`src/rtl/ps_bus_pkg.sv`:
```
/*
  Shared widths, channel structs and address map of the PS system bus.
  Widths are fixed by the processor GP port: 32-bit address and data, 12-bit ID.
  Only AXI3 single-beat accesses are served, so a length field is kept for checking.
*/
`default_nettype none

package ps_bus_pkg;

  ////////////////////
  // Widths
  ////////////////////
  typedef logic [31:0] bus_addr_t;
  typedef logic [31:0] bus_data_t;
  typedef logic [3:0]  bus_strb_t;
  typedef logic [11:0] axi_id_t;
  typedef logic [3:0]  axi_len_t;
  typedef logic [1:0]  axi_resp_t;
  typedef logic [7:0]  led_t;
  typedef logic [15:0] gpio_t;
  // Offset inside one 1 MB region
  typedef logic [19:0] reg_ofs_t;

  // AXI response codes
  localparam axi_resp_t RESP_OKAY   = 2'b00;
  localparam axi_resp_t RESP_SLVERR = 2'b10;

  ////////////////////
  // System bus
  ////////////////////
  // wen and ren are single-cycle strobes, never both set
  typedef struct packed {
    bus_addr_t addr;
    bus_data_t wdata;
    bus_strb_t wstrb;
    logic      wen;
    logic      ren;
  } sys_req_t;

  // ack is a pulse, err qualified by ack
  typedef struct packed {
    bus_data_t rdata;
    logic      ack;
    logic      err;
  } sys_rsp_t;

  ////////////////////
  // AXI channels
  ////////////////////
  typedef struct packed {
    axi_id_t   id;
    bus_addr_t addr;
    axi_len_t  len;
  } axi_aw_t;

  typedef struct packed {
    axi_id_t   id;
    bus_addr_t addr;
    axi_len_t  len;
  } axi_ar_t;

  typedef struct packed {
    bus_data_t data;
    bus_strb_t strb;
    logic      last;
  } axi_w_t;

  typedef struct packed {
    axi_id_t   id;
    axi_resp_t resp;
  } axi_b_t;

  typedef struct packed {
    axi_id_t   id;
    bus_data_t data;
    axi_resp_t resp;
    logic      last;
  } axi_r_t;

  ////////////////////
  // Address map
  ////////////////////
  // Compared with addr[31:20]
  localparam logic [11:0] REG_REGION = 12'h400;

  localparam reg_ofs_t REG_OFS_ID     = 20'h00;
  localparam reg_ofs_t REG_OFS_LED    = 20'h04;
  localparam reg_ofs_t REG_OFS_GPIO_O = 20'h08;
  localparam reg_ofs_t REG_OFS_GPIO_T = 20'h0C;
  localparam reg_ofs_t REG_OFS_GPIO_I = 20'h10;

  localparam bus_data_t ID_VALUE     = 32'h5053_4200;
  // All pins tri-stated, i.e. inputs
  localparam gpio_t     GPIO_T_RESET = 16'hFFFF;

endpackage

`default_nettype wire

```
`src/rtl/axi_gp_slave.sv`:
```
/*
  Single-beat AXI3 slave bridging the GP master onto the system bus.
  One access in flight; B or R back-pressure stalls all channels.
  Nonzero AWLEN/ARLEN is answered SLVERR without a bus cycle.
*/
`timescale 1ns/10ps
`default_nettype none

module axi_gp_slave (
  input  logic                 clk_i,
  input  logic                 rst_i,
  // AXI slave port
  input  ps_bus_pkg::axi_aw_t  aw_i,
  input  logic                 aw_valid_i,
  output logic                 aw_ready_o,
  input  ps_bus_pkg::axi_w_t   w_i,
  input  logic                 w_valid_i,
  output logic                 w_ready_o,
  output ps_bus_pkg::axi_b_t   b_o,
  output logic                 b_valid_o,
  input  logic                 b_ready_i,
  input  ps_bus_pkg::axi_ar_t  ar_i,
  input  logic                 ar_valid_i,
  output logic                 ar_ready_o,
  output ps_bus_pkg::axi_r_t   r_o,
  output logic                 r_valid_o,
  input  logic                 r_ready_i,
  // System bus master
  output ps_bus_pkg::sys_req_t req_o,
  input  ps_bus_pkg::sys_rsp_t rsp_i
);
  import ps_bus_pkg::*;

  typedef enum logic [2:0] {IDLE, WR_ISSUE, RD_ISSUE, WAIT_ACK, RESP} state_t;

  state_t    state_q;
  state_t    state_d;
  logic      aw_cap_q;
  logic      w_cap_q;
  logic      wr_q;
  logic      len_err_q;
  axi_id_t   id_q;
  bus_addr_t addr_q;
  bus_data_t wdata_q;
  bus_strb_t wstrb_q;
  bus_data_t rdata_q;
  logic      err_q;
  axi_resp_t resp_code;

  logic aw_hs;
  logic w_hs;
  logic ar_hs;
  logic aw_done;
  logic w_done;
  logic wr_len_err;
  logic resp_hs;
  logic leave_idle;

  ////////////////////
  // Handshakes
  ////////////////////
  // Each write beat taken once, then its ready drops
  assign aw_ready_o = (state_q == IDLE) && !aw_cap_q;
  assign w_ready_o  = (state_q == IDLE) && !w_cap_q;
  // Reads only when no write is started or offered
  assign ar_ready_o = (state_q == IDLE) && !aw_cap_q && !w_cap_q && !aw_valid_i && !w_valid_i;

  assign aw_hs = aw_valid_i && aw_ready_o;
  assign w_hs  = w_valid_i && w_ready_o;
  assign ar_hs = ar_valid_i && ar_ready_o;

  // Beats captured by the end of this cycle
  assign aw_done = aw_cap_q || aw_hs;
  // Burst data is drained until the last beat
  assign w_done  = w_cap_q || (w_hs && w_i.last);

  assign wr_len_err = aw_hs ? (aw_i.len != '0) : len_err_q;
  assign resp_hs    = (b_valid_o && b_ready_i) || (r_valid_o && r_ready_i);
  assign leave_idle = (state_q == IDLE) && (state_d != IDLE);

  ////////////////////
  // FSM
  ////////////////////
  always_comb begin
    state_d = state_q;
    unique case (state_q)
      IDLE: begin
        if (aw_done && w_done) begin
          state_d = wr_len_err ? RESP : WR_ISSUE;
        end else if (ar_hs) begin
          state_d = (ar_i.len != '0) ? RESP : RD_ISSUE;
        end
      end
      WR_ISSUE, RD_ISSUE: state_d = WAIT_ACK;
      WAIT_ACK: begin
        if (rsp_i.ack) begin
          state_d = RESP;
        end
      end
      RESP: begin
        if (resp_hs) begin
          state_d = IDLE;
        end
      end
      default: state_d = IDLE;
    endcase
  end

  always_ff @(posedge clk_i) begin
    if (rst_i) begin
      state_q   <= IDLE;
      aw_cap_q  <= 1'b0;
      w_cap_q   <= 1'b0;
      wr_q      <= 1'b0;
      len_err_q <= 1'b0;
    end else begin
      state_q <= state_d;
      if (leave_idle) begin
        aw_cap_q <= 1'b0;
        w_cap_q  <= 1'b0;
        // Write or read decides B vs R
        wr_q     <= aw_done && w_done;
      end else begin
        if (aw_hs) begin
          aw_cap_q <= 1'b1;
        end
        if (w_hs && w_i.last) begin
          w_cap_q <= 1'b1;
        end
      end
      if (aw_hs) begin
        len_err_q <= (aw_i.len != '0);
      end
    end
  end

  // Access payload and response data
  always_ff @(posedge clk_i) begin
    if (aw_hs) begin
      id_q   <= aw_i.id;
      addr_q <= aw_i.addr;
    end else if (ar_hs) begin
      id_q   <= ar_i.id;
      addr_q <= ar_i.addr;
    end
    if (w_hs && w_i.last) begin
      wdata_q <= w_i.data;
      wstrb_q <= w_i.strb;
    end
    if ((state_q == WAIT_ACK) && rsp_i.ack) begin
      rdata_q <= rsp_i.rdata;
      err_q   <= rsp_i.err;
    end else if (leave_idle && (state_d == RESP)) begin
      // Burst rejected, no bus cycle
      rdata_q <= '0;
      err_q   <= 1'b1;
    end
  end

  ////////////////////
  // Outputs
  ////////////////////
  always_comb begin
    req_o.addr  = addr_q;
    req_o.wdata = wdata_q;
    req_o.wstrb = wstrb_q;
    req_o.wen   = (state_q == WR_ISSUE);
    req_o.ren   = (state_q == RD_ISSUE);
  end

  assign resp_code = err_q ? RESP_SLVERR : RESP_OKAY;

  assign b_valid_o = (state_q == RESP) && wr_q;
  assign r_valid_o = (state_q == RESP) && !wr_q;

  assign b_o = '{id: id_q, resp: resp_code};
  assign r_o = '{id: id_q, data: rdata_q, resp: resp_code, last: 1'b1};

  // Strobes exclusive on the system bus
  assert property (@(posedge clk_i) disable iff (rst_i) !(req_o.wen && req_o.ren));

  // B held until accepted
  assert property (@(posedge clk_i) disable iff (rst_i)
    b_valid_o && !b_ready_i |=> b_valid_o);

  assert property (@(posedge clk_i) disable iff (rst_i)
    b_valid_o && !b_ready_i |=> $stable(b_o));

endmodule

`default_nettype wire

```
`src/rtl/sys_bus_decoder.sv`:
```
/*
  Registered system bus decoder, one cycle on the request path.
  Only REG_REGION is mapped; any other region is acked with err and zero data.
  Responses from the register bank pass back combinationally.
*/
`timescale 1ns/10ps
`default_nettype none

module sys_bus_decoder (
  input  logic                 clk_i,
  input  logic                 rst_i,
  // From the AXI bridge
  input  ps_bus_pkg::sys_req_t req_i,
  output ps_bus_pkg::sys_rsp_t rsp_o,
  // To the register bank
  output ps_bus_pkg::sys_req_t reg_req_o,
  input  ps_bus_pkg::sys_rsp_t reg_rsp_i
);
  import ps_bus_pkg::*;

  bus_addr_t addr_q;
  bus_data_t wdata_q;
  bus_strb_t wstrb_q;
  logic      wen_q;
  logic      ren_q;
  logic      hit;
  logic      miss_ack;

  ////////////////////
  // Request register
  ////////////////////
  always_ff @(posedge clk_i) begin
    if (rst_i) begin
      wen_q <= 1'b0;
      ren_q <= 1'b0;
    end else begin
      wen_q <= req_i.wen;
      ren_q <= req_i.ren;
    end
  end

  always_ff @(posedge clk_i) begin
    addr_q  <= req_i.addr;
    wdata_q <= req_i.wdata;
    wstrb_q <= req_i.wstrb;
  end

  // Region select on the top 12 address bits
  assign hit = (addr_q[31:20] == REG_REGION);

  always_comb begin
    reg_req_o.addr  = addr_q;
    reg_req_o.wdata = wdata_q;
    reg_req_o.wstrb = wstrb_q;
    reg_req_o.wen   = wen_q && hit;
    reg_req_o.ren   = ren_q && hit;
  end

  ////////////////////
  // Response path
  ////////////////////
  // Unmapped access answered locally, same cycle as the registered strobe
  assign miss_ack = (wen_q || ren_q) && !hit;

  always_comb begin
    rsp_o.rdata = miss_ack ? '0 : reg_rsp_i.rdata;
    rsp_o.ack   = reg_rsp_i.ack || miss_ack;
    rsp_o.err   = miss_ack || (reg_rsp_i.ack && reg_rsp_i.err);
  end

  // Ack one cycle after a miss strobe or two after a mapped one
  assert property (@(posedge clk_i) disable iff (rst_i)
    rsp_o.ack |-> $past(req_i.wen || req_i.ren) || $past(req_i.wen || req_i.ren, 2));

endmodule

`default_nettype wire

```
`src/rtl/gpio_led_regs.sv`:
```
/*
  LED and GPIO register bank, ack one cycle after each strobe.
  ID and GPIO_I are read-only; unknown offsets read zero without err.
  gpio_i is asynchronous and goes through a two-flop synchronizer.
*/
`timescale 1ns/10ps
`default_nettype none

module gpio_led_regs (
  input  logic                 clk_i,
  input  logic                 rst_i,
  input  ps_bus_pkg::sys_req_t req_i,
  output ps_bus_pkg::sys_rsp_t rsp_o,
  // Pins
  input  ps_bus_pkg::gpio_t    gpio_i,
  output ps_bus_pkg::led_t     led_o,
  output ps_bus_pkg::gpio_t    gpio_o,
  output ps_bus_pkg::gpio_t    gpio_t_o
);
  import ps_bus_pkg::*;

  led_t      led_q;
  gpio_t     gpio_o_q;
  gpio_t     gpio_t_q;
  gpio_t     gpio_meta_q;
  gpio_t     gpio_sync_q;
  reg_ofs_t  ofs;
  bus_data_t rd_data;
  bus_data_t rdata_q;
  logic      ack_q;

  // Byte lanes replaced where the strobe is set
  function automatic bus_data_t lane_merge(bus_data_t old, bus_data_t wd, bus_strb_t st);
    bus_data_t res;
    res = old;
    for (int i = 0; i < 4; i++) begin
      if (st[i]) begin
        res[i*8 +: 8] = wd[i*8 +: 8];
      end
    end
    return res;
  endfunction

  assign ofs = req_i.addr[19:0];

  ////////////////////
  // GPIO input sync
  ////////////////////
  always_ff @(posedge clk_i) begin
    gpio_meta_q <= gpio_i;
    gpio_sync_q <= gpio_meta_q;
  end

  ////////////////////
  // Write side
  ////////////////////
  always_ff @(posedge clk_i) begin
    if (rst_i) begin
      led_q    <= '0;
      gpio_o_q <= '0;
      gpio_t_q <= GPIO_T_RESET;
      ack_q    <= 1'b0;
    end else begin
      ack_q <= req_i.wen || req_i.ren;
      if (req_i.wen) begin
        // Writes to ID and GPIO_I fall to default
        case (ofs)
          REG_OFS_LED:
            led_q <= led_t'(lane_merge(bus_data_t'(led_q), req_i.wdata, req_i.wstrb));
          REG_OFS_GPIO_O:
            gpio_o_q <= gpio_t'(lane_merge(bus_data_t'(gpio_o_q), req_i.wdata, req_i.wstrb));
          REG_OFS_GPIO_T:
            gpio_t_q <= gpio_t'(lane_merge(bus_data_t'(gpio_t_q), req_i.wdata, req_i.wstrb));
          default: ;
        endcase
      end
    end
  end

  ////////////////////
  // Read side
  ////////////////////
  always_comb begin
    case (ofs)
      REG_OFS_ID:     rd_data = ID_VALUE;
      REG_OFS_LED:    rd_data = bus_data_t'(led_q);
      REG_OFS_GPIO_O: rd_data = bus_data_t'(gpio_o_q);
      REG_OFS_GPIO_T: rd_data = bus_data_t'(gpio_t_q);
      REG_OFS_GPIO_I: rd_data = bus_data_t'(gpio_sync_q);
      default:        rd_data = '0;
    endcase
  end

  always_ff @(posedge clk_i) begin
    if (req_i.ren) begin
      rdata_q <= rd_data;
    end
  end

  // Write ack carries no data
  assign rsp_o.rdata = rdata_q;
  assign rsp_o.ack   = ack_q;
  assign rsp_o.err   = 1'b0;

  assign led_o    = led_q;
  assign gpio_o   = gpio_o_q;
  assign gpio_t_o = gpio_t_q;

endmodule

`default_nettype wire

```
`src/rtl/ps_bus_top.sv`:
```
/*
  PL side of the PS wrapper: AXI bridge, decoder, register bank.
  All ports in the clk_i domain except gpio_i.
*/
`timescale 1ns/10ps
`default_nettype none

module ps_bus_top (
  input  logic                clk_i,
  input  logic                rst_i,
  // AXI GP slave port
  input  ps_bus_pkg::axi_aw_t aw_i,
  input  logic                aw_valid_i,
  output logic                aw_ready_o,
  input  ps_bus_pkg::axi_w_t  w_i,
  input  logic                w_valid_i,
  output logic                w_ready_o,
  output ps_bus_pkg::axi_b_t  b_o,
  output logic                b_valid_o,
  input  logic                b_ready_i,
  input  ps_bus_pkg::axi_ar_t ar_i,
  input  logic                ar_valid_i,
  output logic                ar_ready_o,
  output ps_bus_pkg::axi_r_t  r_o,
  output logic                r_valid_o,
  input  logic                r_ready_i,
  // Pins
  input  ps_bus_pkg::gpio_t   gpio_i,
  output ps_bus_pkg::led_t    led_o,
  output ps_bus_pkg::gpio_t   gpio_o,
  output ps_bus_pkg::gpio_t   gpio_t_o
);
  import ps_bus_pkg::*;

  // Bridge to decoder
  sys_req_t sys_req;
  sys_rsp_t sys_rsp;
  // Decoder to register bank
  sys_req_t reg_req;
  sys_rsp_t reg_rsp;

  axi_gp_slave u_axi_gp_slave (
    .clk_i      (clk_i),
    .rst_i      (rst_i),
    .aw_i       (aw_i),
    .aw_valid_i (aw_valid_i),
    .aw_ready_o (aw_ready_o),
    .w_i        (w_i),
    .w_valid_i  (w_valid_i),
    .w_ready_o  (w_ready_o),
    .b_o        (b_o),
    .b_valid_o  (b_valid_o),
    .b_ready_i  (b_ready_i),
    .ar_i       (ar_i),
    .ar_valid_i (ar_valid_i),
    .ar_ready_o (ar_ready_o),
    .r_o        (r_o),
    .r_valid_o  (r_valid_o),
    .r_ready_i  (r_ready_i),
    .req_o      (sys_req),
    .rsp_i      (sys_rsp)
  );

  sys_bus_decoder u_sys_bus_decoder (
    .clk_i     (clk_i),
    .rst_i     (rst_i),
    .req_i     (sys_req),
    .rsp_o     (sys_rsp),
    .reg_req_o (reg_req),
    .reg_rsp_i (reg_rsp)
  );

  gpio_led_regs u_gpio_led_regs (
    .clk_i    (clk_i),
    .rst_i    (rst_i),
    .req_i    (reg_req),
    .rsp_o    (reg_rsp),
    .gpio_i   (gpio_i),
    .led_o    (led_o),
    .gpio_o   (gpio_o),
    .gpio_t_o (gpio_t_o)
  );

endmodule

`default_nettype wire

```
`config.mk`:
```
export PLATFORM = sky130hd
export DESIGN_NAME = ps_bus_top
export DESIGN_NICKNAME = d
export VERILOG_FILES = /design/src/rtl/ps_bus_pkg.sv /design/src/rtl/axi_gp_slave.sv /design/src/rtl/sys_bus_decoder.sv /design/src/rtl/gpio_led_regs.sv /design/src/rtl/ps_bus_top.sv
export SDC_FILE = /design/constraint.sdc
export NUM_CORES = 1
export LEC_CHECK = 0
export BUFFER_PORTS_ARGS = -buffer_cell sky130_fd_sc_hd__buf_2
export CORE_ASPECT_RATIO = 1.5
export CORE_MARGIN = 5
export CORE_UTILIZATION = 41
export CTS_BUF_LIST = sky130_fd_sc_hd__clkbuf_2 sky130_fd_sc_hd__clkbuf_4 sky130_fd_sc_hd__clkbuf_8
export DETAILED_ROUTE_END_ITERATION = 12
export GPL_ROUTABILITY_DRIVEN = 0
export GPL_TIMING_DRIVEN = 0
export PLACE_DENSITY = 0.65
export SLEW_MARGIN = 20
export SYNTH_ARGS = -nofsm -noshare
export SYNTH_HDL_FRONTEND = slang
export SYNTH_SLANG_ARGS = --single-unit
```
`constraint.sdc`:
```
create_clock -name clk_i -period 4.3 [get_ports clk_i]
set_input_delay 0.215 -clock clk_i [delete_from_list [all_inputs] [get_ports clk_i]]
set_output_delay 0.215 -clock clk_i [all_outputs]
set_load 0.02 [all_outputs]
```
==> metrics.cfg <==
[setup_path]
r2r_cells=6
path_delay_family=buffers and inverters
cp_slowest_cell=clkbuf_1
timing.rr.start=u_axi_gp_slave.state_q[2]
cp.required_ns=4.55
r2r_setup_slack_ns=1.34
cpPeakStageDelay_ns=0.55
cpMostUsedCell=clkbuf_1
critPathMaxFanout=10
crit_chain=clkbuf_1 -> nor3_1 -> nand2_1 -> clkbuf_1 -> mux2_2 -> dlygate4sd3_1
crit_type=reg -> reg
rr_endpoint=u_axi_gp_slave.addr_q[7]
end_kind=flop
crit_buf_inv=3
critPathLaunchType=flop
critPathArrivalTime_ns=3.21

[clocking]
clock_path_buffers=3
post_cts_resized=0
clock-sinks=229
ctsHoldBuffers=68
clk_pin_slew_ns=0.06
cts_buffers=36
cts_setup_buffers=0
clk_latency_ns=0.52
tritoncts=yes
h-tree-depth=2
cts_root_buf=clkbuf_8

[final_layout]
post-route-cell-area_sq_um=11400
fin_nets=1139
final_core_util=0.563
drive_gt1_frac=0.383
antennaDiodeCount=0
area_growth_pct=36.5
fin_cells=1275

[floorplanning]
core-area_sq_um=20300
row_count=64
ios=262
dieArea_sq_um=23400
die_h_microns=185
dieWidth_microns=127
initial_core_util=0.412

[sta]
max_freq_mhz=338
setup_viol_count_final=0
hold_viol=0
finalCritPeriodShare=0.688
tightest_slew_ns=0.834
relSlewSlack=0.436
finClkSkew_ns=0.0366
drv_slew=0
post-route-min-period_ns=2.96
fin_setup_tns_ns=0
rsz0062_at_grt=no

[power_and_ir_drop]
power.total_mw=6.06
ir_drop_uv=303
power_density_nw_per_um2=531
p_leak_nw=4.67

[grt]
grt_pass1_wl_microns=32000
antenna_found_initial=0
grt-ovfl-total=0
grtUsageTotal=0.169
grt_start_max_net_pins=32
grt_pass1_vias=6523

[logic_synthesis]
syn_inst=630
async_flop_share=0
synth_commonest_cells=dfxtp_1, edfxtp_1, mux2_2
synth_warnings=0
ys_ff_latch=229
yosysTopAreaCell=edfxtp_1
synth_edf_count=97
ys_seq_area_frac=0.665
yosys.cell_types.count=46
synth.area.top_cells=edfxtp_1, dfxtp_1, mux2_2
yosys.area.top_type_share=0.349
post-synth-top-count-cell=dfxtp_1
netlist_area_sq_um=8350
synthFlopType=dfxtp_1
postSynthAreaPerCell_sq_um=13.3

[min_path]
worstHoldPathType=in -> reg
whs_path_depth=2
hold-path-endpoint=u_axi_gp_slave.id_q[11]
hold_path_startpoint=ar_i[47]

[placement]
io_buffers=229
dp.cells=1136
post-dp-hpwl_microns=15200
placed_cell_area_sq_um=9900

[flow_run]
maxCapViolCount=0

[route]
vias=6214
antenna_left=0
drc=0
first_pass_iters=4
avgViaCountPerCell=4.87
avgRoutedWirePerCell_microns=16.3
drt_iter0_markers=263
routed_wirelength_microns=20800

[status]
outcome=finished clean

kinds of logic (layout without fill, tap and decap cells):
logic type | count (synthesis) | count (layout) | synth area share
DFF | 229 | 229 | 0.665
other | 2 | 13 | 0.000899
buffers and inverters | 93 | 463 | 0.0611
AOI/OAI and AO/OA | 119 | 119 | 0.104
and+or+nand+nor | 135 | 135 | 0.0995
muxes | 52 | 52 | 0.0691
flip-flops by register name, indices dropped and copies added, names as in the netlist, 17 cells and up:
signal                    flops
u_gpio_led_regs.rdata_q      17
u_sys_bus_decoder.addr_q     32
u_axi_gp_slave.rdata_q       17
u_axi_gp_slave.addr_q        32
worst register-to-register path, stage by stage (launching register included):
cell and delay [ns]:
dfxtp_1 0.34, clkbuf_1 0.33, nor3_1 0.18, nand2_1 0.34
clkbuf_1 0.55, mux2_2 0.40, dlygate4sd3_1 0.55
layout make-up:
cell class,count,area (sq um)
Buffer,73,435
Multi-Input combinational cell,319,2330
Sequential cell,229,5560
Timing Repair Buffer,304,1910
Clock inverter,14,97.6
Clock buffer,52,666
Tap cell,264,330
Fill cell,1707,8860
Inverter,20,75.1
where the power goes:
group,switching (mW),internal (mW),leakage (nW)
combinational,0.745,0.553,2.25
clock,0.828,1.06,0.391
sequential,0.136,2.73,2.03
stage by stage:
step,hold slack (ns),worst slack (ns)
finish,0.0208,1.34
detailed placement,0.312,1.50
global route,0.0000904,1.20
global placement,0.312,0.400
floorplan,0.243,0.886
CTS,0.000290,1.31
placed cells by master (no fill, tap or decap), drive strengths merged, types with 20 or more instances in the layout:
cell type    count
buf            277
dfxtp          132
edfxtp          97
clkbuf          79
dlygate4sd3     73
mux2            45
a21oi           31
nand4           29
o41ai           24
and2            22
inv             20
metal layers:
metal / track usage / vias up / routed length, microns
met3: 0.0329 / 45 / 1260
met2: 0.326 / 210 / 11200
met5: 0 / - / 0
li1: - / 3062 / -
met1: 0.179 / 2897 / 7610
met4: 0.0691 / 0 / 674
worst max-delay path by stage:
stage | from | endpoint | slack, ns | depth (start not counted)
floorplan | u_axi_gp_slave.state_q[1] | u_axi_gp_slave.err_q | 0.89 | 5
global placement | u_axi_gp_slave.state_q[2] | u_axi_gp_slave.rdata_q[15] | 0.40 | 5
detailed placement | u_sys_bus_decoder.addr_q[9] | u_gpio_led_regs.rdata_q[7] | 1.50 | 5
CTS | u_axi_gp_slave.state_q[2] | u_axi_gp_slave.addr_q[7] | 1.31 | 6
global route | u_axi_gp_slave.state_q[2] | u_axi_gp_slave.addr_q[7] | 1.20 | 6
finish | u_axi_gp_slave.state_q[2] | u_axi_gp_slave.addr_q[7] | 1.34 | 6
No activity file was read; power rests on OpenSTA's default activity.
